<file path="src/hw/tlp_pkg.sv">
////////////////////////////////////////////////////////////////////////////
// tlp types shared by the dma transmit side
// one beat carries a whole tlp, header plus at most one data dword
// msi address is msi_base_addr plus four times the vector
// credit return pulses are worth one credit each
////////////////////////////////////////////////////////////////////////////
`default_nettype none

package tlp_pkg;

    // tlp kind codes
    typedef enum logic [1:0] {
        tlp_mrd = 2'd0,   // memory read, non-posted
        tlp_mwr = 2'd1,   // memory write, posted
        tlp_msi = 2'd2    // msi write, posted
    } tlp_kind_e;

    // one bus beat, 85 bits
    typedef struct packed {
        logic           valid;
        tlp_kind_e      kind;
        logic [31:0]    addr;
        logic [9:0]     len;    // dwords
        logic [7:0]     tag;
        logic [31:0]    data;
    } tlp_beat_t;

    typedef struct packed {
        logic [31:0]    addr;
        logic [9:0]     len;
    } rd_req_t;

    typedef struct packed {
        logic [31:0]    addr;
        logic [31:0]    data;
    } wr_req_t;

    // endpoint credit refill
    typedef struct packed {
        logic           posted;
        logic           nonposted;
    } credit_ret_t;

    localparam logic [31:0] msi_base_addr = 32'hfee0_0000;

endpackage

`default_nettype wire
</file>
<file path="src/hw/dma_tx_top.sv">
////////////////////////////////////////////////////////////////////////////
// dma transmit side: read engine, write engine, interrupt controller
// sharing one endpoint tx bus through the turn arbiter
// request to tlp latency varies, watch tx_beat.valid
// back-pressure is credit only, ready falls when a queue is full
////////////////////////////////////////////////////////////////////////////
`timescale 1ns/1ps
`default_nettype none

module dma_tx_top #(
    parameter int init_posted_credits    = 4,
    parameter int init_nonposted_credits = 2,
    parameter int max_burst              = 4,
    parameter int num_vectors            = 4
) (
    input  logic                    trn_clk,
    input  logic                    reset,

    input  tlp_pkg::rd_req_t        rd_req,
    input  logic                    rd_req_valid,
    output logic                    rd_req_ready,

    input  tlp_pkg::wr_req_t        wr_req,
    input  logic                    wr_req_valid,
    output logic                    wr_req_ready,

    input  logic [num_vectors-1:0]  irq,
    input  tlp_pkg::credit_ret_t    credit_ret,

    output tlp_pkg::tlp_beat_t      tx_beat
);

    logic               rd_turn, wr_turn, int_turn;
    logic               rd_driven, wr_driven, int_driven;
    logic               int_req;
    logic               posted_avail, nonposted_avail;
    tlp_pkg::tlp_beat_t rd_beat, wr_beat, int_beat;

    endpoint_arbiter i_arbiter (
        .trn_clk    (trn_clk),
        .reset      (reset),
        .rd_driven  (rd_driven),
        .wr_driven  (wr_driven),
        .int_driven (int_driven),
        .int_req    (int_req),
        .rd_turn    (rd_turn),
        .wr_turn    (wr_turn),
        .int_turn   (int_turn)
    );

    rd_request_engine #(.max_burst(max_burst)) i_rd_engine (
        .trn_clk         (trn_clk),
        .reset           (reset),
        .rd_req          (rd_req),
        .rd_req_valid    (rd_req_valid),
        .rd_req_ready    (rd_req_ready),
        .turn            (rd_turn),
        .nonposted_avail (nonposted_avail),
        .driven          (rd_driven),
        .beat            (rd_beat)
    );

    wr_request_engine #(.max_burst(max_burst)) i_wr_engine (
        .trn_clk      (trn_clk),
        .reset        (reset),
        .wr_req       (wr_req),
        .wr_req_valid (wr_req_valid),
        .wr_req_ready (wr_req_ready),
        .turn         (wr_turn),
        .posted_avail (posted_avail),
        .driven       (wr_driven),
        .beat         (wr_beat)
    );

    interrupt_ctrl #(.num_vectors(num_vectors)) i_int_ctrl (
        .trn_clk      (trn_clk),
        .reset        (reset),
        .irq          (irq),
        .turn         (int_turn),
        .posted_avail (posted_avail),   // msi shares posted credit
        .int_req      (int_req),
        .driven       (int_driven),
        .beat         (int_beat)
    );

    endpoint_tx_port #(
        .init_posted_credits    (init_posted_credits),
        .init_nonposted_credits (init_nonposted_credits)
    ) i_tx_port (
        .trn_clk         (trn_clk),
        .reset           (reset),
        .rd_beat         (rd_beat),
        .wr_beat         (wr_beat),
        .int_beat        (int_beat),
        .credit_ret      (credit_ret),
        .tx_beat         (tx_beat),
        .posted_avail    (posted_avail),
        .nonposted_avail (nonposted_avail)
    );

endmodule

`default_nettype wire

</file>
<file path="src/hw/endpoint_tx_port.sv">
////////////////////////////////////////////////////////////////////////////
// merges source beats onto tx_beat, sources must drive zero when idle
// posted and non-posted credit counters, 8 bits, saturating
// availability accounts for a beat emitted in the same cycle
// a credit returned this cycle is only offered next cycle
////////////////////////////////////////////////////////////////////////////
`timescale 1ns/1ps
`default_nettype none

module endpoint_tx_port #(
    parameter int init_posted_credits    = 4,
    parameter int init_nonposted_credits = 2
) (
    input  logic                    trn_clk,
    input  logic                    reset,

    input  tlp_pkg::tlp_beat_t      rd_beat,
    input  tlp_pkg::tlp_beat_t      wr_beat,
    input  tlp_pkg::tlp_beat_t      int_beat,
    input  tlp_pkg::credit_ret_t    credit_ret,

    output tlp_pkg::tlp_beat_t      tx_beat,
    output logic                    posted_avail,
    output logic                    nonposted_avail
);

    logic [7:0] posted_cnt;
    logic [7:0] nonposted_cnt;
    logic       posted_use;
    logic       nonposted_use;

    // turns are exclusive so at most one beat is nonzero
    assign tx_beat = tlp_pkg::tlp_beat_t'(rd_beat | wr_beat | int_beat);

    assign nonposted_use = tx_beat.valid && (tx_beat.kind == tlp_pkg::tlp_mrd);
    assign posted_use    = tx_beat.valid && (tx_beat.kind != tlp_pkg::tlp_mrd);

    assign posted_avail    = posted_cnt > {7'd0, posted_use};
    assign nonposted_avail = nonposted_cnt > {7'd0, nonposted_use};

    ////////////////////////////////////////////////////////////////////////////
    // credit counters
    ////////////////////////////////////////////////////////////////////////////
    always_ff @(posedge trn_clk) begin
        if (reset) begin
            posted_cnt    <= 8'(init_posted_credits);
            nonposted_cnt <= 8'(init_nonposted_credits);
        end else begin
            // return and use in one cycle cancel out
            if (credit_ret.posted && !posted_use && posted_cnt != 8'hff)
                posted_cnt <= posted_cnt + 8'd1;
            else if (posted_use && !credit_ret.posted && posted_cnt != 8'h00)
                posted_cnt <= posted_cnt - 8'd1;

            if (credit_ret.nonposted && !nonposted_use && nonposted_cnt != 8'hff)
                nonposted_cnt <= nonposted_cnt + 8'd1;
            else if (nonposted_use && !credit_ret.nonposted && nonposted_cnt != 8'h00)
                nonposted_cnt <= nonposted_cnt - 8'd1;
        end
    end

endmodule

`default_nettype wire

</file>
<file path="src/hw/interrupt_ctrl.sv">
////////////////////////////////////////////////////////////////////////////
// latches rising irq edges as pending vectors
// one msi write per turn, lowest pending vector first
// int_req stays high while any vector is pending
// msi data carries the vector number
////////////////////////////////////////////////////////////////////////////
`timescale 1ns/1ps
`default_nettype none

module interrupt_ctrl #(
    parameter int num_vectors = 4
) (
    input  logic                    trn_clk,
    input  logic                    reset,

    input  logic [num_vectors-1:0]  irq,
    input  logic                    turn,
    input  logic                    posted_avail,
    output logic                    int_req,
    output logic                    driven,
    output tlp_pkg::tlp_beat_t      beat
);

    localparam int vec_w = (num_vectors > 1) ? $clog2(num_vectors) : 1;

    logic [num_vectors-1:0] irq_q;
    logic [num_vectors-1:0] pending;
    logic [num_vectors-1:0] clr_mask;
    logic [vec_w-1:0]       low_vec;
    logic                   found;
    logic                   send;

    // priority pick, lowest index wins
    always_comb begin
        low_vec = '0;
        found   = 1'b0;
        for (int i = 0; i < num_vectors; i++) begin
            if (pending[i] && !found) begin
                low_vec = i[vec_w-1:0];
                found   = 1'b1;
            end
        end
    end

    assign send     = turn && found && posted_avail;
    assign clr_mask = send ? (num_vectors'(1) << low_vec) : '0;
    assign int_req  = |pending;
    assign driven   = beat.valid;   // one cycle per turn

    always_ff @(posedge trn_clk) begin
        if (reset) begin
            irq_q   <= '0;
            pending <= '0;
            beat    <= '0;
        end else begin
            irq_q   <= irq;
            pending <= (pending & ~clr_mask) | (irq & ~irq_q);   // new edges win
            if (send) begin
                beat <= '{valid: 1'b1, kind: tlp_pkg::tlp_msi,
                          addr: tlp_pkg::msi_base_addr + (32'(low_vec) << 2),
                          len: 10'd1, tag: 8'h0, data: 32'(low_vec)};
            end else begin
                beat <= '0;
            end
        end
    end

endmodule

`default_nettype wire

</file>
<file path="src/hw/wr_request_engine.sv">
////////////////////////////////////////////////////////////////////////////
// memory write engine, four entry request queue
// every write is one dword, tag zero
// first beat one cycle after turn, up to max_burst beats per turn
// checks posted_avail before each beat
////////////////////////////////////////////////////////////////////////////
`timescale 1ns/1ps
`default_nettype none

module wr_request_engine #(
    parameter int max_burst = 4
) (
    input  logic                trn_clk,
    input  logic                reset,

    input  tlp_pkg::wr_req_t    wr_req,
    input  logic                wr_req_valid,
    output logic                wr_req_ready,

    input  logic                turn,
    input  logic                posted_avail,
    output logic                driven,
    output tlp_pkg::tlp_beat_t  beat
);

    tlp_pkg::wr_req_t   q_mem [4];
    logic [1:0]         wr_ptr;
    logic [1:0]         rd_ptr;
    logic [2:0]         q_count;
    logic [7:0]         burst_cnt;
    logic               push;
    logic               can_issue;
    logic               start;
    logic               cont;
    logic               pop;

    assign wr_req_ready = (q_count != 3'd4);    // low when full
    assign push         = wr_req_valid && wr_req_ready;

    assign can_issue = (q_count != 3'd0) && posted_avail;
    assign start     = turn && can_issue;
    assign cont      = beat.valid && can_issue && (burst_cnt < 8'(max_burst));
    assign pop       = start || cont;

    assign driven = beat.valid;

    ////////////////////////////////////////////////////////////////////////////
    // request queue
    ////////////////////////////////////////////////////////////////////////////
    always_ff @(posedge trn_clk) begin
        if (push) q_mem[wr_ptr] <= wr_req;
    end

    always_ff @(posedge trn_clk) begin
        if (reset) begin
            wr_ptr  <= 2'd0;
            rd_ptr  <= 2'd0;
            q_count <= 3'd0;
        end else begin
            if (push) wr_ptr <= wr_ptr + 2'd1;
            if (pop) rd_ptr <= rd_ptr + 2'd1;
            q_count <= q_count + {2'b00, push} - {2'b00, pop};
        end
    end

    ////////////////////////////////////////////////////////////////////////////
    // beat formatting
    ////////////////////////////////////////////////////////////////////////////
    always_ff @(posedge trn_clk) begin
        if (reset) begin
            beat      <= '0;
            burst_cnt <= 8'd0;
        end else begin
            if (pop) begin
                beat <= '{valid: 1'b1, kind: tlp_pkg::tlp_mwr,
                          addr: q_mem[rd_ptr].addr, len: 10'd1,
                          tag: 8'h0, data: q_mem[rd_ptr].data};
                burst_cnt <= start ? 8'd1 : burst_cnt + 8'd1;
            end else begin
                beat <= '0;     // zero keeps the port merge clean
            end
        end
    end

endmodule

`default_nettype wire

</file>
<file path="src/hw/rd_request_engine.sv">
////////////////////////////////////////////////////////////////////////////
// memory read engine, four entry request queue
// first beat one cycle after turn, up to max_burst beats per turn
// checks nonposted_avail before each beat, tags count up from zero
// beat is all zero while not driving
////////////////////////////////////////////////////////////////////////////
`timescale 1ns/1ps
`default_nettype none

module rd_request_engine #(
    parameter int max_burst = 4
) (
    input  logic                trn_clk,
    input  logic                reset,

    input  tlp_pkg::rd_req_t    rd_req,
    input  logic                rd_req_valid,
    output logic                rd_req_ready,

    input  logic                turn,
    input  logic                nonposted_avail,
    output logic                driven,
    output tlp_pkg::tlp_beat_t  beat
);

    tlp_pkg::rd_req_t   q_mem [4];
    logic [1:0]         wr_ptr;
    logic [1:0]         rd_ptr;
    logic [2:0]         q_count;
    logic [7:0]         burst_cnt;
    logic [7:0]         tag_cnt;
    logic               push;
    logic               can_issue;
    logic               start;
    logic               cont;
    logic               pop;

    assign rd_req_ready = (q_count != 3'd4);
    assign push         = rd_req_valid && rd_req_ready;

    assign can_issue = (q_count != 3'd0) && nonposted_avail;
    assign start     = turn && can_issue;                     // turn with work
    assign cont      = beat.valid && can_issue && (burst_cnt < 8'(max_burst));
    assign pop       = start || cont;

    assign driven = beat.valid;

    ////////////////////////////////////////////////////////////////////////////
    // request queue
    ////////////////////////////////////////////////////////////////////////////
    always_ff @(posedge trn_clk) begin
        if (push) q_mem[wr_ptr] <= rd_req;
    end

    always_ff @(posedge trn_clk) begin
        if (reset) begin
            wr_ptr  <= 2'd0;
            rd_ptr  <= 2'd0;
            q_count <= 3'd0;
        end else begin
            if (push) wr_ptr <= wr_ptr + 2'd1;
            if (pop) rd_ptr <= rd_ptr + 2'd1;
            q_count <= q_count + {2'b00, push} - {2'b00, pop};
        end
    end

    ////////////////////////////////////////////////////////////////////////////
    // beat formatting
    ////////////////////////////////////////////////////////////////////////////
    always_ff @(posedge trn_clk) begin
        if (reset) begin
            beat      <= '0;
            burst_cnt <= 8'd0;
            tag_cnt   <= 8'd0;
        end else begin
            if (pop) begin
                beat <= '{valid: 1'b1, kind: tlp_pkg::tlp_mrd,
                          addr: q_mem[rd_ptr].addr, len: q_mem[rd_ptr].len,
                          tag: tag_cnt, data: 32'h0};
                burst_cnt <= start ? 8'd1 : burst_cnt + 8'd1;
                tag_cnt   <= tag_cnt + 8'd1;    // wraps at 256
            end else begin
                beat <= '0;     // out of work, credit or burst
            end
        end
    end

endmodule

`default_nettype wire

</file>
<file path="src/hw/endpoint_arbiter.sv">
////////////////////////////////////////////////////////////////////////////
// grants the endpoint tx bus in turns, read and write alternate
// an interrupt turn follows a read/write turn when int_req is high
// int_req is sampled in the cycle the read/write turn is high
// no turn is issued until every driven signal has been seen low
////////////////////////////////////////////////////////////////////////////
`timescale 1ns/1ps
`default_nettype none

module endpoint_arbiter (
    input  logic    trn_clk,
    input  logic    reset,

    input  logic    rd_driven,
    input  logic    wr_driven,
    input  logic    int_driven,
    input  logic    int_req,

    output logic    rd_turn,
    output logic    wr_turn,
    output logic    int_turn
);

    // one-hot states
    localparam logic [3:0] st_idle     = 4'b0001;
    localparam logic [3:0] st_rw_turn  = 4'b0010;
    localparam logic [3:0] st_int_wait = 4'b0100;
    localparam logic [3:0] st_int_turn = 4'b1000;

    logic [3:0] state;
    logic       turn_bit;   // 0 read next, 1 write next

    always_ff @(posedge trn_clk) begin
        if (reset) begin
            rd_turn  <= 1'b0;
            wr_turn  <= 1'b0;
            int_turn <= 1'b0;
            turn_bit <= 1'b0;
            state    <= st_idle;
        end else begin
            case (state)
                st_idle: begin
                    if (!rd_driven && !wr_driven && !int_driven) begin
                        turn_bit <= ~turn_bit;
                        rd_turn  <= !turn_bit;
                        wr_turn  <= turn_bit;
                        state    <= st_rw_turn;
                    end
                end
                st_rw_turn: begin
                    rd_turn <= 1'b0;    // single cycle pulse
                    wr_turn <= 1'b0;
                    state   <= int_req ? st_int_wait : st_idle;
                end
                st_int_wait: begin
                    // let the read/write burst finish first
                    if (!rd_driven && !wr_driven) begin
                        int_turn <= 1'b1;
                        state    <= st_int_turn;
                    end
                end
                st_int_turn: begin
                    int_turn <= 1'b0;
                    state    <= st_idle;
                end
                default: begin
                    state <= st_idle;
                end
            endcase
        end
    end

endmodule

`default_nettype wire

</file>
<file path="config.mk">
export PLATFORM = sky130hd
export DESIGN_NAME = dma_tx_top
export DESIGN_NICKNAME = d
export VERILOG_FILES = /design/src/hw/tlp_pkg.sv /design/src/hw/dma_tx_top.sv /design/src/hw/endpoint_tx_port.sv /design/src/hw/interrupt_ctrl.sv /design/src/hw/wr_request_engine.sv /design/src/hw/rd_request_engine.sv /design/src/hw/endpoint_arbiter.sv
export SDC_FILE = /design/constraint.sdc
export NUM_CORES = 1
export LEC_CHECK = 0
export ABC_AREA = 1
export BUFFER_PORTS_ARGS = -buffer_cell sky130_fd_sc_hd__buf_2
export CORE_UTILIZATION = 45
export DETAILED_ROUTE_END_ITERATION = 16
export HOLD_SLACK_MARGIN = 0.03
export PLACE_DENSITY = 0.61
export SLEW_MARGIN = 40
export SYNTH_ARGS = -nofsm -noshare
export SYNTH_HDL_FRONTEND = slang
export SYNTH_SLANG_ARGS = --single-unit
</file>
<file path="constraint.sdc">
create_clock -name trn_clk -period 11.3 [get_ports trn_clk]
set_input_delay 0 -clock trn_clk [delete_from_list [all_inputs] [get_ports trn_clk]]
set_output_delay 0 -clock trn_clk [all_outputs]
set_load 0.02 [all_outputs]
</file>
After elaboration in Yosys (flattened, before gate mapping)

Memory sizes are Yosys's and may differ from the RTL's. A register that Yosys moved wholly into a read port is not among the register bits.
Cells that the tools add are included.

Register bits: 325
Bits in latches: 0
Bits in writable memories: 424
ROM bits: 0
Input bits: 116
Output and inout bits: 87
Logic and storage cells: 174
Memories kept: 2

Add/subtract/negate cells: 16
Multiply operators: 0
Divide/modulo/power cells: 0
$lt $le $gt $ge: 4
Equal/unequal tests: 10
Shift-type cells: 1
Multiplexer cells: 35
Bitwise logic cells: 11
Reductions and logical operators: 58

Memory list:

| memory            | depth | width | rd ports | clocked after memory_dff | write ports | RTL line                | text |
|---|---|---|---|---|---|---|---|
| i_wr_engine.q_mem | 4     | 64    | 1        | 1                        | 1           | wr_request_engine.sv:26 | `tlp_pkg::wr_req_t q_mem [4];` |
| i_rd_engine.q_mem | 4     | 42    | 1        | 1                        | 1           | rd_request_engine.sv:26 | `tlp_pkg::rd_req_t q_mem [4];` |

Operator list:

| operator              | number |
|---|---|
| $mux 85               | 3 |
| $or 85x85->85         | 2 |
| $mux 8                | 6 |
| $add 8x1->8 const B   | 5 |
| $add 26x5->27 const A | 1 |
| $logic_and 1x1->1     | 27 |
| $gt 8x1->1            | 2 |
| $lt 8x3->1 const B    | 2 |
| $ne 8x8->1 const B    | 2 |
| $reduce_bool 8->1     | 2 |
| $sub 8x1->8 const B   | 2 |
| $mux 1                | 12 |
| $mux 2                | 6 |
| $mux 4                | 3 |
| $pmux 4 s3            | 1 |
| $logic_not 1->1       | 11 |
| $reduce_bool 2->1     | 5 |
| $add 2x1->2 const B   | 4 |
| $and 4x4->4           | 2 |
| $not 4->4             | 2 |
| $reduce_and 2->1      | 4 |
| $add 3x1->3           | 2 |
| $ne 3x3->1 const B    | 2 |
| $pmux 1 s2            | 3 |
| 15 further kinds      | 24 |

Depth between registers and ports, before layout

Gate-level depths: netlist of the first run.

Depth after elaboration: 16
Gate-level depth with buffers: 17
Depth with buffers taken out: 16

Modules after synthesis

From an unflattened synthesis of the first run, not the netlist that was laid out.

Cells, all modules: 2,171
Area, all modules: 24,876.4 sq um

Modules (own cells, without submodules):

| module            | times used | cells each | area an instance (sq um) | sequential area each (sq um) |
|---|---|---|---|---|
| wr_request_engine | 1          | 940        | 12,293.0                 | 9,328.9 |
| rd_request_engine | 1          | 757        | 9,147.5                  | 6,566.3 |
| endpoint_tx_port  | 1          | 286        | 1,989.4                  | 320.3 |
| interrupt_ctrl    | 1          | 139        | 1,064.8                  | 240.2 |
| endpoint_arbiter  | 1          | 49         | 381.6                    | 160.2 |

Worst setup path after synthesis of the first run

Ideal clock, no wire load.

Path type: register -> register
From: register i_wr_engine.q_count[1]
To: memory i_wr_engine.q_mem[0][0] (netlist name) (enable)
Library setup time: 0.487 ns
Arrival time: 3.518 ns
Data required time: 10.813 ns
Path slack: 7.295 ns
Cell stages (with the launch flop): 5
Buffers on the path: 0
Period minus slack after synthesis: 4.005 ns
Path through: dfxtp_1 nor2_1 nand2_1 nand2_1 nor2_1

Longest elaborated chain between the ends: 4

RTL lines:

| what                         | RTL line                | text |
|---|---|---|
| start: declaration           | wr_request_engine.sv:29 | `logic [2:0] q_count;` |
| start signal: assignment     | wr_request_engine.sv:62 | `q_count <= q_count + {2'b00, push} - {2'b00, pop};` |
| $ne 3x3->1                   | wr_request_engine.sv:37 | `assign wr_req_ready = (q_count != 3'd4);` |
| named net wr_req_ready       | dma_tx_top.sv:25        | `output logic wr_req_ready,` |
| $logic_and 1x1->1            | wr_request_engine.sv:38 | `assign push = wr_req_valid && wr_req_ready;` |
| $mux 1                       | wr_request_engine.sv:51 | `if (push) q_mem[wr_ptr] <= wr_req;` |
| $mux 1 (not written as such) | wr_request_engine.sv:51 |  |
| end: declaration             | wr_request_engine.sv:26 |  |

The timed path passes the listed nets, and every way through them passes these cells.

==> flow_results.org, run 1 <==
** Status
- Outcome :: completed

** Power
- Summed over all cells, the static leakage comes to 10.75 nW.
- Across the VDD grid, the largest voltage drop is 0.1597 mV.
- In this run the power density over the cells is 218.3 nW/µm².

** Setup path
- Worst reg-to-reg path cell count :: 16
- For flop-to-flop paths, the worst setup slack is 8.43 ns.
- Critical register-to-register path endpoint :: i_rd_engine.q_count[2]$_SDFF_PP0_
- The setup path with the least slack is of type reg2reg.
- Largest incremental delay on the critical path :: 0.38 ns
- The worst register-to-register path begins at i_wr_engine.beat[40]$_SDFF_PP0_.
- Of all nets on the critical path, the largest fanout is 16.
- Arr. time, crit path :: 3.34 ns
- The signal on the critical path passes through inv_1 > nand2_1 > nor2_1 > ha_1 > nor2_1 > nor2_1 > nand3_2 > nand3_4 > nand2_4 > ha_1 > inv_1 > ha_1 > inv_1 > fa_1 > o21ai_0 > a21oi_1.
- The critical path contains buffers and inverters numbering 3 combined.
- Category of the worst setup path launch point :: flip-flop
- For the worst setup path, the data required time is 11.77 ns.
- The slowest stage of the critical path is the sky130_fd_sc_hd__dfxtp_1 cell.
- STA classifies the critical path endpoint as a flip-flop.
- The cell family contributing the most delay on the critical path is adder cells.

** Drt
- In the routed layout, each cell is associated on average with a via count of 4.964.
- Count of antenna-violating nets left after detailed routing :: 0
- The first detailed-routing pass took 5 iterations.
- Number of violations reported at the end of detailed-routing iteration 0 :: 986
- Count of unresolved DRC violations after routing :: 0
- After detailed routing, the average wire length per cell comes to 17.16 µm.
- The final layout contains routed wiring with a total length of 51.86 mm.
- The detailed router placed 15,005 vias in this run.

** Logic synthesis
- Summed over all instances, the cell type with the most area after synthesis is sky130_fd_sc_hd__edfxtp_1.
- The most used flip-flop cell after synthesis is sky130_fd_sc_hd__edfxtp_1.
- Of all flip-flops after synthesis, the portion carrying an async set or reset was 0%.
- Yosys warnings :: 0
- Yosys mapped a number of flops with a built-in enable equal to 424.
- Distinct cell type count of the synthesized netlist :: 39
- Mean area per synthesized cell :: 11.72 µm²
- After synthesis, the largest area contributor takes up 53.92% of total cell area.
- Net count after synthesis :: 2,164
- Ranking of synthesized cells by area :: sky130_fd_sc_hd__edfxtp_1 (54%), sky130_fd_sc_hd__dfxtp_1 (16%), sky130_fd_sc_hd__nor2_1 (8.3%), sky130_fd_sc_hd__o21ai_0 (4.7%), sky130_fd_sc_hd__a21oi_2 (2.5%)
- Synthesis-stage register bit count :: 618
- Area of the mapped netlist :: 23,620 µm²
- For this run, the register share of the synthesized area comes to 70.36%.
- In the synthesized netlist, the number of instances is 2,015.

** Final layout
- Count of placed standard cells in the final layout, fillers left out :: 3,023
- Proportion of layout cells with a drive suffix above 1 :: 19.30%
- Most frequent cells in the layout :: sky130_fd_sc_hd__nor2_1 (513), sky130_fd_sc_hd__edfxtp_1 (424), sky130_fd_sc_hd__o21ai_0 (224)
- Most common cell after layout, fill and taps aside :: sky130_fd_sc_hd__nor2_1
- Area Growth Syn to Fin :: 19.48%
- After filler insertion, the fill cell instance count of the layout stands at 4,337.
- The final layout contains 2,433 nets.
- Combined flip-flop and latch cell area :: 16,620 µm²
- In the final layout, the multi-input gates occupy 5911 µm².

** Place
- Prior to clock tree synthesis, the placed netlist has a worst setup slack of 8.441 ns.
- Summed over all nets, the half-perimeter wirelength after detailed placement is 30.24 mm.
- At the end of routability-driven placement, the weighted congestion stood at 0.8162.
- IO Port Bufs :: 202
- Number of instances in the placed design :: 2,780

** Timing
- Final setup violating endpoints :: 0
- Number of max-slew violations in the final report :: 0
- Derived from the worst setup path, the maximum achievable clock frequency is 0.3482 GHz.
- Worst-case setup margin in the final layout :: 8.428 ns
- Adding up every negative setup slack in the final design gives 0 ns.
- Clock skew on the completed layout was measured at 0.01493 ns.
- Dividing the final minimum period by the clock period gives 25.42%.
- Final Hold Violating Endpoints :: 0
- Min Hold Slack :: 0.09676 ns
- Headroom to the max-slew limit came out at 45.04%.
- At the pin with the least slew margin, the transition time is 0.8244 ns.
- After layout, the minimum clock period comes to 2.872 ns.
- Setup repair after global routing left no endpoint under its margin.

** Worst hold path
- For hold timing, the worst endpoint is i_wr_engine.wr_ptr[1]$_SDFFE_PP0P_.
- Worst hold stages :: 3
- Min-delay worst type :: in2reg
- Hold path startpoint :: wr_req_valid

** Floorplan
- Die Area :: 53,400 µm²
- The core region is 51,610 µm².
- The die is 231.1 µm wide.
- Die Ht :: 231.1 µm
- In this run the count of I/O pins placed on the die edge is 203.
- For this configuration, the core starts out at a cell density of 45.75%.
- In this run the core area contains 83 standard-cell rows.

** Global routing
- The first global-routing pass estimated 80.84 mm of wire.
- Entering global routing, the biggest net connects 91 pins.
- GRT Total Usage :: 19.68%
- For this run the aggregate overflow at the end of global routing stands at 0.
- The via count of the first global-routing pass came to 14,858.
- Antenna violations before repair :: 9

** Clocking
- H-tree levels :: 3
- Later-pin clock latency in the skew report :: 0.58 ns
- Clock-pin slew was measured on the worst setup and hold paths at 0.05 ns.
- CTS tree :: built
- Post-CTS timing repair inserted 0 buffers for setup.
- The number of gates resized after CTS was 0.
- Maximum buffer depth of the clock tree :: 3
- The tree is rooted in a sky130_fd_sc_hd__clkbuf_16.
- Counting the buffers created by CTS gives 68.
- For this design, the sink count on the clock tree is 618.

** Job
- Max-cap violations in this run came to 0.
==> per-layer routing <==
metal  vias to the layer above  wire length, µm  part of all wire, %  GRT usage [%]
met4                        10             1164                  2.2          6.498
met5                         -               58                 0.11              0
li1                       7399                -                    -              -
met2                       318            25460                   49          33.35
met3                        83             2760                  5.3          4.072
met1                      7195            22420                   43          25.14
==> synthesized netlist by cell type, types with 2 or more instances <==
| cell | instances |
|---|---|
| sky130_fd_sc_hd__o21ai_0 | 224 |
| sky130_fd_sc_hd__a21oi_2 | 67 |
| sky130_fd_sc_hd__fa_1 | 4 |
| sky130_fd_sc_hd__a21boi_0 | 3 |
| sky130_fd_sc_hd__edfxtp_1 | 424 |
| sky130_fd_sc_hd__nand2_4 | 4 |
| sky130_fd_sc_hd__nand2_1 | 97 |
| sky130_fd_sc_hd__o21ai_1 | 15 |
| sky130_fd_sc_hd__inv_2 | 3 |
| sky130_fd_sc_hd__o22ai_1 | 2 |
| sky130_fd_sc_hd__a21oi_1 | 87 |
| sky130_fd_sc_hd__buf_2 | 23 |
| sky130_fd_sc_hd__buf_4 | 52 |
| sky130_fd_sc_hd__nor3_1 | 7 |
| sky130_fd_sc_hd__xor2_1 | 12 |
| sky130_fd_sc_hd__clkbuf_1 | 46 |
| sky130_fd_sc_hd__clkinv_1 | 3 |
| sky130_fd_sc_hd__buf_6 | 9 |
| sky130_fd_sc_hd__buf_1 | 7 |
| sky130_fd_sc_hd__or3_1 | 2 |
| sky130_fd_sc_hd__nand3_1 | 28 |
| sky130_fd_sc_hd__xnor2_1 | 4 |
| sky130_fd_sc_hd__or2_2 | 29 |
| sky130_fd_sc_hd__nand4_1 | 17 |
| sky130_fd_sc_hd__nor2_2 | 3 |
| sky130_fd_sc_hd__dfxtp_1 | 194 |
| sky130_fd_sc_hd__ha_1 | 29 |
| sky130_fd_sc_hd__nand3_4 | 4 |
| sky130_fd_sc_hd__inv_1 | 86 |
| sky130_fd_sc_hd__nor2_1 | 521 |
==> through the flow <==
| stage | cell area [µm²] | util [%] | total power [mW] |
|---|---|---|---|
| 2_1_floorplan | 23620 | - | 3.753 |
| 4_1_cts | 28180 | 54.61 | 6.233 |
| 3_5_place_dp | 24900 | 48.24 | 4.086 |
| 3_3_place_gp | 24880 | 48.20 | 4.045 |
| 6_report | 28220 | 54.67 | 6.160 |
| 5_1_grt | 28210 | 54.66 | 6.489 |
==> state kept, by name, indices dropped and copies added, names as in the netlist, 4 cells and up, named ones only <==
name and count:
i_tx_port.posted_cnt 8, i_arbiter.state 4, i_wr_engine.burst_cnt 8, i_rd_engine.beat 50, i_tx_port.nonposted_cnt 8, i_rd_engine.q_mem 168, i_int_ctrl.irq_q 4, i_rd_engine.tag_cnt 8
i_wr_engine.beat 65, i_int_ctrl.pending 4, i_wr_engine.q_mem 256, i_rd_engine.burst_cnt 8, i_int_ctrl.beat 4
==> worst max path at each step <==
| stage | slack (ns) | from | cells after the start | end |
|---|---|---|---|---|
| floorplan | 7.30 | i_wr_engine.q_count[1]$_SDFF_PP0_ | 4 | i_wr_engine.q_mem[0][0]$_DFFE_PP_ |
| detailed placement | 8.44 | i_wr_engine.beat[40]$_SDFF_PP0_ | 16 | i_rd_engine.q_count[2]$_SDFF_PP0_ |
| global route | 8.18 | i_wr_engine.beat[40]$_SDFF_PP0_ | 16 | i_rd_engine.q_count[2]$_SDFF_PP0_ |
| global placement | 8.48 | i_wr_engine.beat[40]$_SDFF_PP0_ | 16 | i_rd_engine.q_count[2]$_SDFF_PP0_ |
| finish | 8.43 | i_wr_engine.beat[40]$_SDFF_PP0_ | 16 | i_rd_engine.q_count[2]$_SDFF_PP0_ |
| CTS | 8.43 | i_wr_engine.beat[40]$_SDFF_PP0_ | 16 | i_rd_engine.q_count[2]$_SDFF_PP0_ |
==> what timing repair did <==
| action | 4_1_cts | 5_1_grt |
|---|---|---|
| setup endpoints to repair | 0 | 0 |
| endpoints found under the hold margin | 457 | 0 |
| hold buffers | 114 | 0 |
==> tightest hold or removal path: cells and delay by family <==
family          cells  cell delay, ns
compound gates      1            0.24
buf+inv             1            0.09
simple gates        1            0.29
==> power by group <==
| part | total, mW | switching [mW] | internal (mW) |
|---|---|---|---|
| clock network | 2.10 | 0.855 | 1.24 |
| logic | 1.24 | 0.853 | 0.383 |
| registers | 2.83 | 0.122 | 2.70 |
==> logic make-up (layout without fill, tap and decap cells) <==
family	count (synthesis)	count (layout)	share of synthesized area, %
and+or+nand+nor	715	715	12.52
AOI/OAI and AO/OA	403	403	9.712
xor gates and xnor gates	16	16	0.5934
DFF	618	618	70.36
other	0	6	0
buffers and inverters	230	552	4.938
adders and majority gates	33	33	1.876
==> final cells by class <==
| type | count | share of cell area, % |
|---|---|---|
| diodes | 6 | 0.05321 |
| clock buffers | 93 | 6.838 |
| clock inverters | 30 | 0.7627 |
| inverters | 92 | 1.228 |
| multi-input cells | 1167 | 20.95 |
| flip-flops and latches | 618 | 58.92 |
| well taps | 680 | 3.015 |
| repair buffers | 337 | 8.239 |
Power figures use the tool's default switching activity.
==> inputs of run 2 (changes only) <==
Settings changed: ABC_AREA 1 to 0.
Clock period 11.3 ns to 2.9 ns, I/O delays scaled along.
==> run 2 against run 1 <==
Effect of this change:
- sequential power grew to 3.9 times the previous value
- global-route usage is 1.2 points lower
- via count decreased by 17%
==> flow_results.org, run 2 <==
** Status
- Outcome :: completed

** Logic synthesis
- Ranked by total cell area, the synthesized netlist is headed by sky130_fd_sc_hd__edfxtp_1 (55%), sky130_fd_sc_hd__dfxtp_1 (17%), sky130_fd_sc_hd__mux4_2 (10%), sky130_fd_sc_hd__nor2b_1 (2.3%), sky130_fd_sc_hd__buf_4 (1.8%).
- Gate Count Post-Synth :: 1,352 (-33%)
- The synthesized design spends more area on one cell type than any other, namely sky130_fd_sc_hd__edfxtp_1.
- The commonest cells after synthesis are sky130_fd_sc_hd__edfxtp_1 (424), sky130_fd_sc_hd__dfxtp_1 (194), sky130_fd_sc_hd__mux4_2 (106).
- The number of synthesis warnings came to 0 (unchanged).
- Asr flop ratio synth :: 0% (unchanged)
- The distinct cell type count of the synthesized netlist was 72 (+85%).
- The number of enable flip-flop cells after synthesis came to 424 (unchanged).
- The mean instance size in the synthesized netlist was 17.13 µm² (+46%).
- The most used flip-flop cell after synthesis is sky130_fd_sc_hd__edfxtp_1.
- The register bit total from synthesis was 618 (unchanged).
- The area of the mapped netlist came to 23,160 µm² (-1.9%).
- Sequential cell area fraction in the yosys report :: 71.74% (+1.4 points)
- Among all cell types in the netlist, the one instantiated most often is sky130_fd_sc_hd__edfxtp_1.
- The area share of the leading cell type in the synthesized netlist came to 54.97% (+1.1 points).
- Net count after synthesis :: 1,501 (-31%)

** Final layout
- Max reg flops :: 256 (unchanged)
- The largest registers in the layout are i_wr_engine.q_mem x256, i_rd_engine.q_mem x168, i_wr_engine.beat x65.
- The number of nets at the end of the flow came to 1,824 (-25%).
- Combined flip-flop and latch cell area :: 16,630 µm² (about the same)
- Area Growth Syn to Fin :: 22.53%
- Register bank with the most flops :: i_wr_engine.q_mem
- Proportion of layout cells with a drive suffix above 1 :: 29.84% (+11 points)
- Leaving out fill and tap cells, the most frequent cell in the layout is sky130_fd_sc_hd__edfxtp_1.
- Footprint of the multi-input gates :: 5907 µm² (about the same)
- Most frequent cells in the layout :: sky130_fd_sc_hd__edfxtp_1 (424), sky130_fd_sc_hd__buf_2 (202), sky130_fd_sc_hd__dfxtp_1 (190)
- The fill cell instance count of the final layout came to 3,970 (-8.5%).

** Drt
- Top metal layer carrying routed signals :: met5
- Final routed wire length divided by cell count :: 19.76 µm (+15%)
- The remaining routing DRC violations was 0 (unchanged).
- Number of vias after detailed routing :: 12,396 (-17%)
- The number of iterations in the first detailed-routing pass is 5 (unchanged).
- The total wirelength of the detailed-routed design was 47.44 mm (-8.5%).
- Count of antenna-violating nets left after detailed routing :: 0 (unchanged)
- Met2 wirelength from detailed routing :: 23.63 mm (-7.2%)
- Routed metal-1 wirelength :: 20.21 mm (-9.8%)
- The via density per instance is 5.163 (+4.0%).
- The routed length on met3 was 2.452 mm (-11%).
- The number of DRC markers after the initial detailed-route iteration is 639 (-35%).

** Job
- The number of max-capacitance violations reported came to 0 (unchanged).

** Floorplan
- The number of standard-cell rows in the floorplan came to 82 (-1.2%).
- Die Area :: 52,380 µm² (-1.9%)
- The die width is 228.9 µm (-0.96%).
- The initial core utilization was 45.88% (+0.13 points).
- The die height is 228.9 µm (-0.96%).
- The number of top-level pins came to 203 (unchanged).
- Std-Cell Core Area :: 50,480 µm² (-2.2%)

** Timing
- The relative slew slack came to 54.24% (+9.2 points).
- Actual slew at the worst max-slew pin :: 0.6849 ns (-0.1395 ns)
- The final max-slew violation count came to 0 (unchanged).
- Setup repair after global routing left no endpoint under its margin.
- Post-route setup TNS :: 0 ns (unchanged)
- The worst-case setup margin in the final layout was 0.1906 ns (-8.237 ns).
- The maximum frequency from static timing analysis came to 0.3691 GHz (+6.0%).
- The worst-case hold slack was 0.1483 ns (+0.05151 ns).
- The final worst-path cycle share came to 93.43% (+68 points).
- The clock period minus worst slack was 2.709 ns (-0.1628 ns).
- The setup violation total in the final timing report came to 0 (unchanged).
- Final Hold Violating Endpoints :: 0 (unchanged)
- The largest clock skew in the final design came to 0.03148 ns (+0.01655 ns).

** Clocking
- Post-CTS Setup Inserts :: 0 (unchanged)
- TritonCTS built the clock tree.
- Num Clock Sinks :: 618 (unchanged)
- Later-pin clock latency in the skew report :: 0.60 ns (+0.02 ns)
- In this run the clock root is driven by a sky130_fd_sc_hd__clkbuf_16.
- The deepest level of the CTS H-tree came to 3 (unchanged).
- The clock transition at the register clock pins on the worst setup and hold paths after CTS is 0.06 ns (about the same).
- The number of buffers created by CTS was 66 (-2.9%).
- The maximum clock path buffer count is 3 (unchanged).

** Setup path
- The setup path with the least slack is of type reg2reg.
- The register-to-register setup slack came to 0.19 ns (-8.24 ns).
- The data arrival at the endpoint of the critical path came to 3.14 ns (-0.20 ns).
- The startpoint identified for the worst register-to-register timing path is i_tx_port.posted_cnt[3]$_SDFFE_PP0P_.
- The worst register-to-register path ends at i_wr_engine.q_count[2]$_SDFF_PP0_.
- STA classifies the critical path endpoint as a flip-flop.
- Worst reg-to-reg path cell count :: 11 (-5)
- The endpoint required time on the critical path was 3.33 ns (-8.44 ns).
- The worst setup path is launched from a flip-flop.
- Highest fanout seen on the critical path :: 4 (-12)

** Power
- Overall power of the completed layout :: 23.90 mW (+290%)
- The part of the power in the clock network is 35.6% (+1.5 points).
- The maximum vdd ir drop came to 0.5896 mV (+270%).
- The leakage component of the power came to 10.38 nW (-3.5%).
- The power per cell area was 842.0 nW/µm² (+290%).
- Sequential Power Share :: 45.9% (about the same)
- Switching portion of total power :: 25.84% (-3.9 points)
- Share of power burned in combinational logic :: 18.5% (-1.6 points)
- Internal Pwr Total :: 17.72 mW (+310%)
- The net switching power was 6.174 mW (+240%).

** Global routing
- GRT Total Usage :: 18.45% (-1.2 points)
- Vias in the first global route :: 13,012 (-12%)
- The global route total overflow came to 0 (unchanged).
- Global-route wire length before repair :: 73.78 mm (-8.7%)
- The largest net degree at the start of global routing was 66 (-27%).
- The initial antenna violation count is 7 (-2).

** Place
- The post-DP HPWL is 29.17 mm (-3.5%).
- The weighted congestion reported at the end of routability-driven placement came to 0.8240 (+0.96%).
- The pre-CTS worst setup slack is 0.01467 ns (-8.427 ns).
- The number of buffers added on ports is 202 (unchanged).

** Worst hold path
- Hold path startpoint :: wr_req[52]
- For hold timing, the worst endpoint is i_wr_engine.q_mem[1][52]$_DFFE_PP_.
- Min-delay worst type :: in2reg
- Worst hold stages :: 2 (-1)
## run 2: changes by cell type in the layout (fill, tap and decap cells not counted), sizes merged, moves of 62 or more
| cell | change |
|---|---|
| inv | -62 |
| nand2 | -92 |
| nor2b | +84 |
| nor2 | -487 |
| o21ai | -223 |
| mux4 | +106 |
| a21oi | -131 |
## run 2: how the worst max path moves through the flow
| stage | startpoint | endpoint | slack, ns | cells past startpoint |
|---|---|---|---|---|
| 3_5_place_dp | i_int_ctrl.beat[83]$_SDFF_PP0_ | i_rd_engine.q_count[2]$_SDFF_PP0_ | 0.01 | 14 |
| 3_3_place_gp | i_int_ctrl.beat[83]$_SDFF_PP0_ | i_rd_engine.q_count[2]$_SDFF_PP0_ | 0.04 | 14 |
| 5_1_grt | i_int_ctrl.beat[83]$_SDFF_PP0_ | i_wr_engine.q_count[2]$_SDFF_PP0_ | 0.01 | 15 |
| 6_report | i_tx_port.posted_cnt[3]$_SDFFE_PP0P_ | i_wr_engine.q_count[2]$_SDFF_PP0_ | 0.19 | 11 |
| 2_1_floorplan | i_wr_engine.beat[40]$_SDFF_PP0_ | i_rd_engine.q_count[2]$_SDFF_PP0_ | -0.01 | 15 |
| 4_1_cts | i_int_ctrl.beat[83]$_SDFF_PP0_ | i_rd_engine.q_count[2]$_SDFF_PP0_ | 0.02 | 14 |
## run 2: metal layers
layer  vias to the layer above  global-route usage (%)
met5                         -                       0
met4                         8                   5.521
met3                        85                   4.903
met2                       251                   30.71
met1                      6271                   23.69
li1                       5781                       -
## run 2: power by group through the flow
stage	registers (mW)	logic, mW	clock network [mW]
after floorplan	10.9	3.25	0
after global placement	11.1	4.27	0
after detailed placement	11.2	4.33	0
after CTS	11.0	4.48	8.75
after global routing	11.1	4.85	9.09
final	11.0	4.42	8.51
## run 2: area by class of cell
| cell class | count | share of cell area (%) |
|---|---|---|
| Antenna cell | 3 | 0.02645 |
| Clock buffer | 94 | 6.838 |
| Clock inverter | 25 | 1.058 |
| Inverter | 27 | 0.3571 |
| Multi-Input combinational cell | 601 | 20.81 |
| Sequential cell | 618 | 58.59 |
| Tap cell | 672 | 2.963 |
| Timing Repair Buffer | 361 | 9.356 |
## run 2: logic make-up (layout without fill, tap and decap cells)
family | count (synthesis) | after routing | share of synthesized area (%)
flops | 618 | 618 | 71.74
simple gates | 328 | 328 | 8.336
buf+inv | 133 | 507 | 3.128
mux | 117 | 117 | 10.89
compound gates | 114 | 114 | 3.652
fa+ha+maj | 33 | 33 | 1.912
xor+xnor | 9 | 9 | 0.3403
other cells | 0 | 3 | 0
## run 2: repair_timing
action | CTS | global route
resized for setup | 0 | 9
hold endpoints to repair | 453 | 0
endpoints found under the setup margin | 0 | 3
hold buffers | 115 | 0
## run 2: worst max-delay path, cell delays in order, from the launching register on
cell	delay, ns
sky130_fd_sc_hd__dfxtp_1	0.33
sky130_fd_sc_hd__or4_4	0.58
sky130_fd_sc_hd__o311ai_4	0.31
sky130_fd_sc_hd__o21ai_1	0.11
sky130_fd_sc_hd__ha_1	0.29
sky130_fd_sc_hd__inv_1	0.05
sky130_fd_sc_hd__ha_1	0.13
sky130_fd_sc_hd__inv_1	0.05
sky130_fd_sc_hd__fa_1	0.37
sky130_fd_sc_hd__xor2_1	0.17
sky130_fd_sc_hd__xnor2_1	0.14
sky130_fd_sc_hd__nor2_1	0.05
## run 2: per-stage QoR
step / util (%) / instances / cell area [µm²]
6_report: 56.22 / 2401 / 28380
3_3_place_gp: 49.42 / 2164 / 24950
3_5_place_dp: 49.42 / 2164 / 24950
4_1_cts: 56.14 / 2398 / 28340
5_1_grt: 56.22 / 2401 / 28380
2_1_floorplan: - / 1352 / 23190
==> inputs of run 3 (changes only) <==
Settings changed: ABC_AREA 0 to 1, CTS_BUF_LIST set to sky130_fd_sc_hd__clkbuf_8.
==> run 3 against run 2 <==
Effect of this change:
- worst setup slack better by 0.0068 ns
- count of clock-buffer cells in the layout up 20
- wire length up 13%
- critical endpoint is now i_rd_engine.q_count[2]$_SDFF_PP0_
- largest power group unchanged
- highest routed layer unchanged
==> flow_results.org, run 3 (synthesis gave the netlist of run 1 again) <==
** Status
- The run finished with clean final reports.

** Setup path
- In this run the worst setup path begins at i_int_ctrl.beat[83]$_SDFF_PP0_.
- Worst setup slack for register-to-register paths :: 0.20 ns (about the same)
- The endpoint required time on the critical path came to 3.47 ns (+0.14 ns).
- The worst register-to-register path ends at i_rd_engine.q_count[2]$_SDFF_PP0_.
- Worst reg-to-reg path cell count :: 16 (+5)
- The data arrival at the endpoint of the critical path is 3.27 ns (+0.13 ns).
- The critical path is of the reg2reg type.
- The critical-path maximum fanout is 10 (+6).
- The worst setup path is launched from a flip-flop.
- STA classifies the critical path endpoint as a flip-flop.
- The worst register-to-register path begins at i_int_ctrl.beat[83]$_SDFF_PP0_.

** Final layout
- More flip-flops sit in one register than any other, and that register is i_wr_engine.q_mem.
- Max reg flops :: 256 (unchanged)
- Area Growth Syn to Fin :: 23.08%
- Count of placed standard cells in the final layout, fillers left out :: 3,177 (+32%)
- Most common cell after layout, fill and taps aside :: sky130_fd_sc_hd__nor2_1
- Most frequent cells in the layout :: sky130_fd_sc_hd__nor2_1 (513), sky130_fd_sc_hd__edfxtp_1 (424), sky130_fd_sc_hd__o21ai_0 (224)
- Proportion of layout cells with a drive suffix above 1 :: 19.49% (-10 points)
- The number of nets at the end of the flow was 2,559 (+40%).
- In the final layout, the registers with the most flip-flops are i_wr_engine.q_mem x256, i_rd_engine.q_mem x168, i_wr_engine.beat x65.

** Job
- The number of max-capacitance violations reported came to 0 (unchanged).

** Drt
- The routed wirelength normalized by instance count came to 16.92 µm (-14%).
- Count of antenna-violating nets left after detailed routing :: 0 (unchanged)
- TritonRoute pass-1 iters :: 5 (unchanged)
- The number of DRC markers after the initial detailed-route iteration is 878 (+37%).
- The remaining routing DRC violations was 0 (unchanged).
- The total wirelength of the detailed-routed design came to 53.74 mm (+13%).
- The routed via count came to 15,464 (+25%).
- Vias per inst :: 4.867 (-5.7%)

** Clocking
- Maximum buffer depth of the clock tree :: 3 (unchanged)
- Buffer type at the clock tree root :: sky130_fd_sc_hd__clkbuf_8
- The clock latency reported for the late side of the worst-skew pair was 0.70 ns (+0.10 ns).
- Inserted Clock Buffers :: 100 (+52%)
- CTS tree :: built
- The clock sink count came to 618 (unchanged).
- Count of cells resized by post-cts repair :: 0 (unchanged)
- The deepest level of the CTS H-tree is 3 (unchanged).
- The clock transition at the register clock pins on the worst setup and hold paths after CTS is 0.06 ns (about the same).

** Floorplan
- The area of the die came to 53,400 µm² (+1.9%).
- The number of standard-cell rows in the floorplan was 83 (+1.2%).
- Boundary Pins :: 203 (unchanged)
- Die Ht :: 231.1 µm (+0.97%)
- Starting density of the core :: 45.75% (-0.13 points)
- The die width came to 231.1 µm (+0.97%).
- The core footprint was 51,610 µm² (+2.2%).

** Timing
- Clock period minus final worst setup slack :: 2.703 ns (-0.006765 ns)
- Setup repair after global routing missed its margin :: false
- Final Hold Violating Endpoints :: 0 (unchanged)
- Final period utilization :: 93.19% (-0.23 points)
- The relative slew slack was 51.69% (-2.5 points).
- Worst-case clock skew :: 0.03575 ns (+0.004268 ns)
- The setup violation total in the final timing report is 0 (unchanged).
- The final max-slew violation count is 0 (unchanged).
- The maximum frequency from static timing analysis was 0.3700 GHz (+0.25%).
- Min Hold Slack :: 0.08067 ns (-0.06760 ns)
- The transition at the pin with the smallest max-transition slack came to 0.7246 ns (+0.03970 ns).

** Place
- The post-DP HPWL came to 30.65 mm (+5.1%).
- The number of placed cells counting well taps is 2,791 (+29%).
- The weighted congestion reported at the end of routability-driven placement was 0.7861 (-4.6%).
- The number of buffers added on ports is 202 (unchanged).

** Global routing
- The initial antenna violation count was 9 (+2).
- Vias in the first global route :: 15,430 (+19%)
- Leftover overflow at the end of global routing :: 0 (unchanged)
- The global-route wire length before repair is 82.57 mm (+12%).
- Maximum number of pins on one net before global-route repair :: 129 (+95%)
- The global routing usage summed across all routing layers was 20.24% (+1.8 points).

** Power
- The leakage component of the power is 11.36 nW (+9.5%).
- The maximum vdd ir drop was 0.4771 mV (-19%).
- Power per unit of standard cell area :: 795.0 nW/µm² (-5.6%)

** Worst hold path
- Min-delay worst type :: in2reg
- The startpoint identified for the worst hold timing path is wr_req[34].
- The number of instances on the worst hold path came to 2 (unchanged).
- Hold-critical path endpoint :: i_wr_engine.q_mem[0][34]$_DFFE_PP_
==> run 3: changes by cell type in the layout (fill, tap and decap cells not counted), moves of 19 or more <==
cell and delta:
sky130_fd_sc_hd__nor2_1 +478, sky130_fd_sc_hd__o21ai_0 +212, sky130_fd_sc_hd__inv_1 +118, sky130_fd_sc_hd__mux4_2 -106
sky130_fd_sc_hd__clkbuf_8 +102, sky130_fd_sc_hd__nand2_1 +87, sky130_fd_sc_hd__nor2b_1 -84, sky130_fd_sc_hd__dlygate4sd3_1 +82
sky130_fd_sc_hd__clkbuf_16 -69, sky130_fd_sc_hd__a21oi_2 +67, sky130_fd_sc_hd__a21oi_1 +64, sky130_fd_sc_hd__and2_1 -52
sky130_fd_sc_hd__or3_1 -19
==> run 3: layout make-up <==
type	instances	area [µm²]
timing repair buffer	431	3427
inverter	92	346.6
clock buffer	114	1569
tap	680	850.8
sequential	618	16620
fill	4277	22550
antenna	3	7.507
clock inverter	72	340.3
multi-input combinational	1167	5902
==> run 3: worst max path at each step <==
| stage | endpoint | slack [ns] | cells past startpoint |
|---|---|---|---|
| finish | i_rd_engine.q_count[2]$_SDFF_PP0_ | 0.20 | 16 |
| detailed placement | i_rd_engine.q_count[2]$_SDFF_PP0_ | 0.20 | 16 |
| global placement | i_rd_engine.q_count[2]$_SDFF_PP0_ | 0.23 | 16 |
| global route | i_rd_engine.q_count[2]$_SDFF_PP0_ | 0.009 | 16 |
| CTS | i_rd_engine.q_count[2]$_SDFF_PP0_ | 0.18 | 16 |
| floorplan | i_rd_engine.q_mem[0][0]$_DFFE_PP_ | -0.20 | 4 |
==> run 3: stage by stage <==
step	area (µm²)	utilization, %	worst slack (ns)	total power [mW]	setup TNS (ns)
finish	29070	56.32	0.1974	23.11	0
global placement	25170	48.77	0.2300	15.95	0
global route	29060	56.31	0.009120	24.42	0
CTS	29060	56.29	0.1760	23.38	0
detailed placement	25170	48.77	0.1989	16.07	0
floorplan	23650	-	-0.2009	14.61	-33.75
==> run 3: where the power goes <==
part,internal (mW),total (mW),switching [mW]
sequential,10.5,10.9,0.408
clock,3.68,7.04,3.35
combinational,1.70,5.13,3.44
total,15.9,23.1,7.20
==> run 3: timing repair <==
action | in CTS | in global routing
hold buffers | 197 | 0
setup buffers | 0 | 0
hold endpoints to repair | 494 | 0
setup endpoints to repair | 0 | 1
==> run 3: critical path, cell delays in order, from the launching register on <==
cell                      delay (ns)
sky130_fd_sc_hd__dfxtp_1        0.36
sky130_fd_sc_hd__inv_1          0.05
sky130_fd_sc_hd__nand2_1        0.14
sky130_fd_sc_hd__nor2_1         0.06
sky130_fd_sc_hd__ha_1           0.27
sky130_fd_sc_hd__nor2_1         0.04
sky130_fd_sc_hd__nor2_1         0.12
sky130_fd_sc_hd__nand3_2        0.19
sky130_fd_sc_hd__nand3_4        0.18
sky130_fd_sc_hd__nand2_4        0.07
sky130_fd_sc_hd__ha_1           0.29
sky130_fd_sc_hd__inv_1          0.06
sky130_fd_sc_hd__ha_1           0.13
sky130_fd_sc_hd__inv_1          0.05
sky130_fd_sc_hd__fa_1           0.36
sky130_fd_sc_hd__o21ai_0        0.17
sky130_fd_sc_hd__a21oi_1        0.06
==> run 3: per-layer routing <==
metal / up-vias / wire length [µm] / global-route usage, %
li1: 7663 / - / -
met1: 7362 / 22770 / 24.64
met2: 311 / 26350 / 34.15
met3: 116 / 3080 / 5.573
met4: 12 / 1458 / 7.719
met5: - / 75 / 0
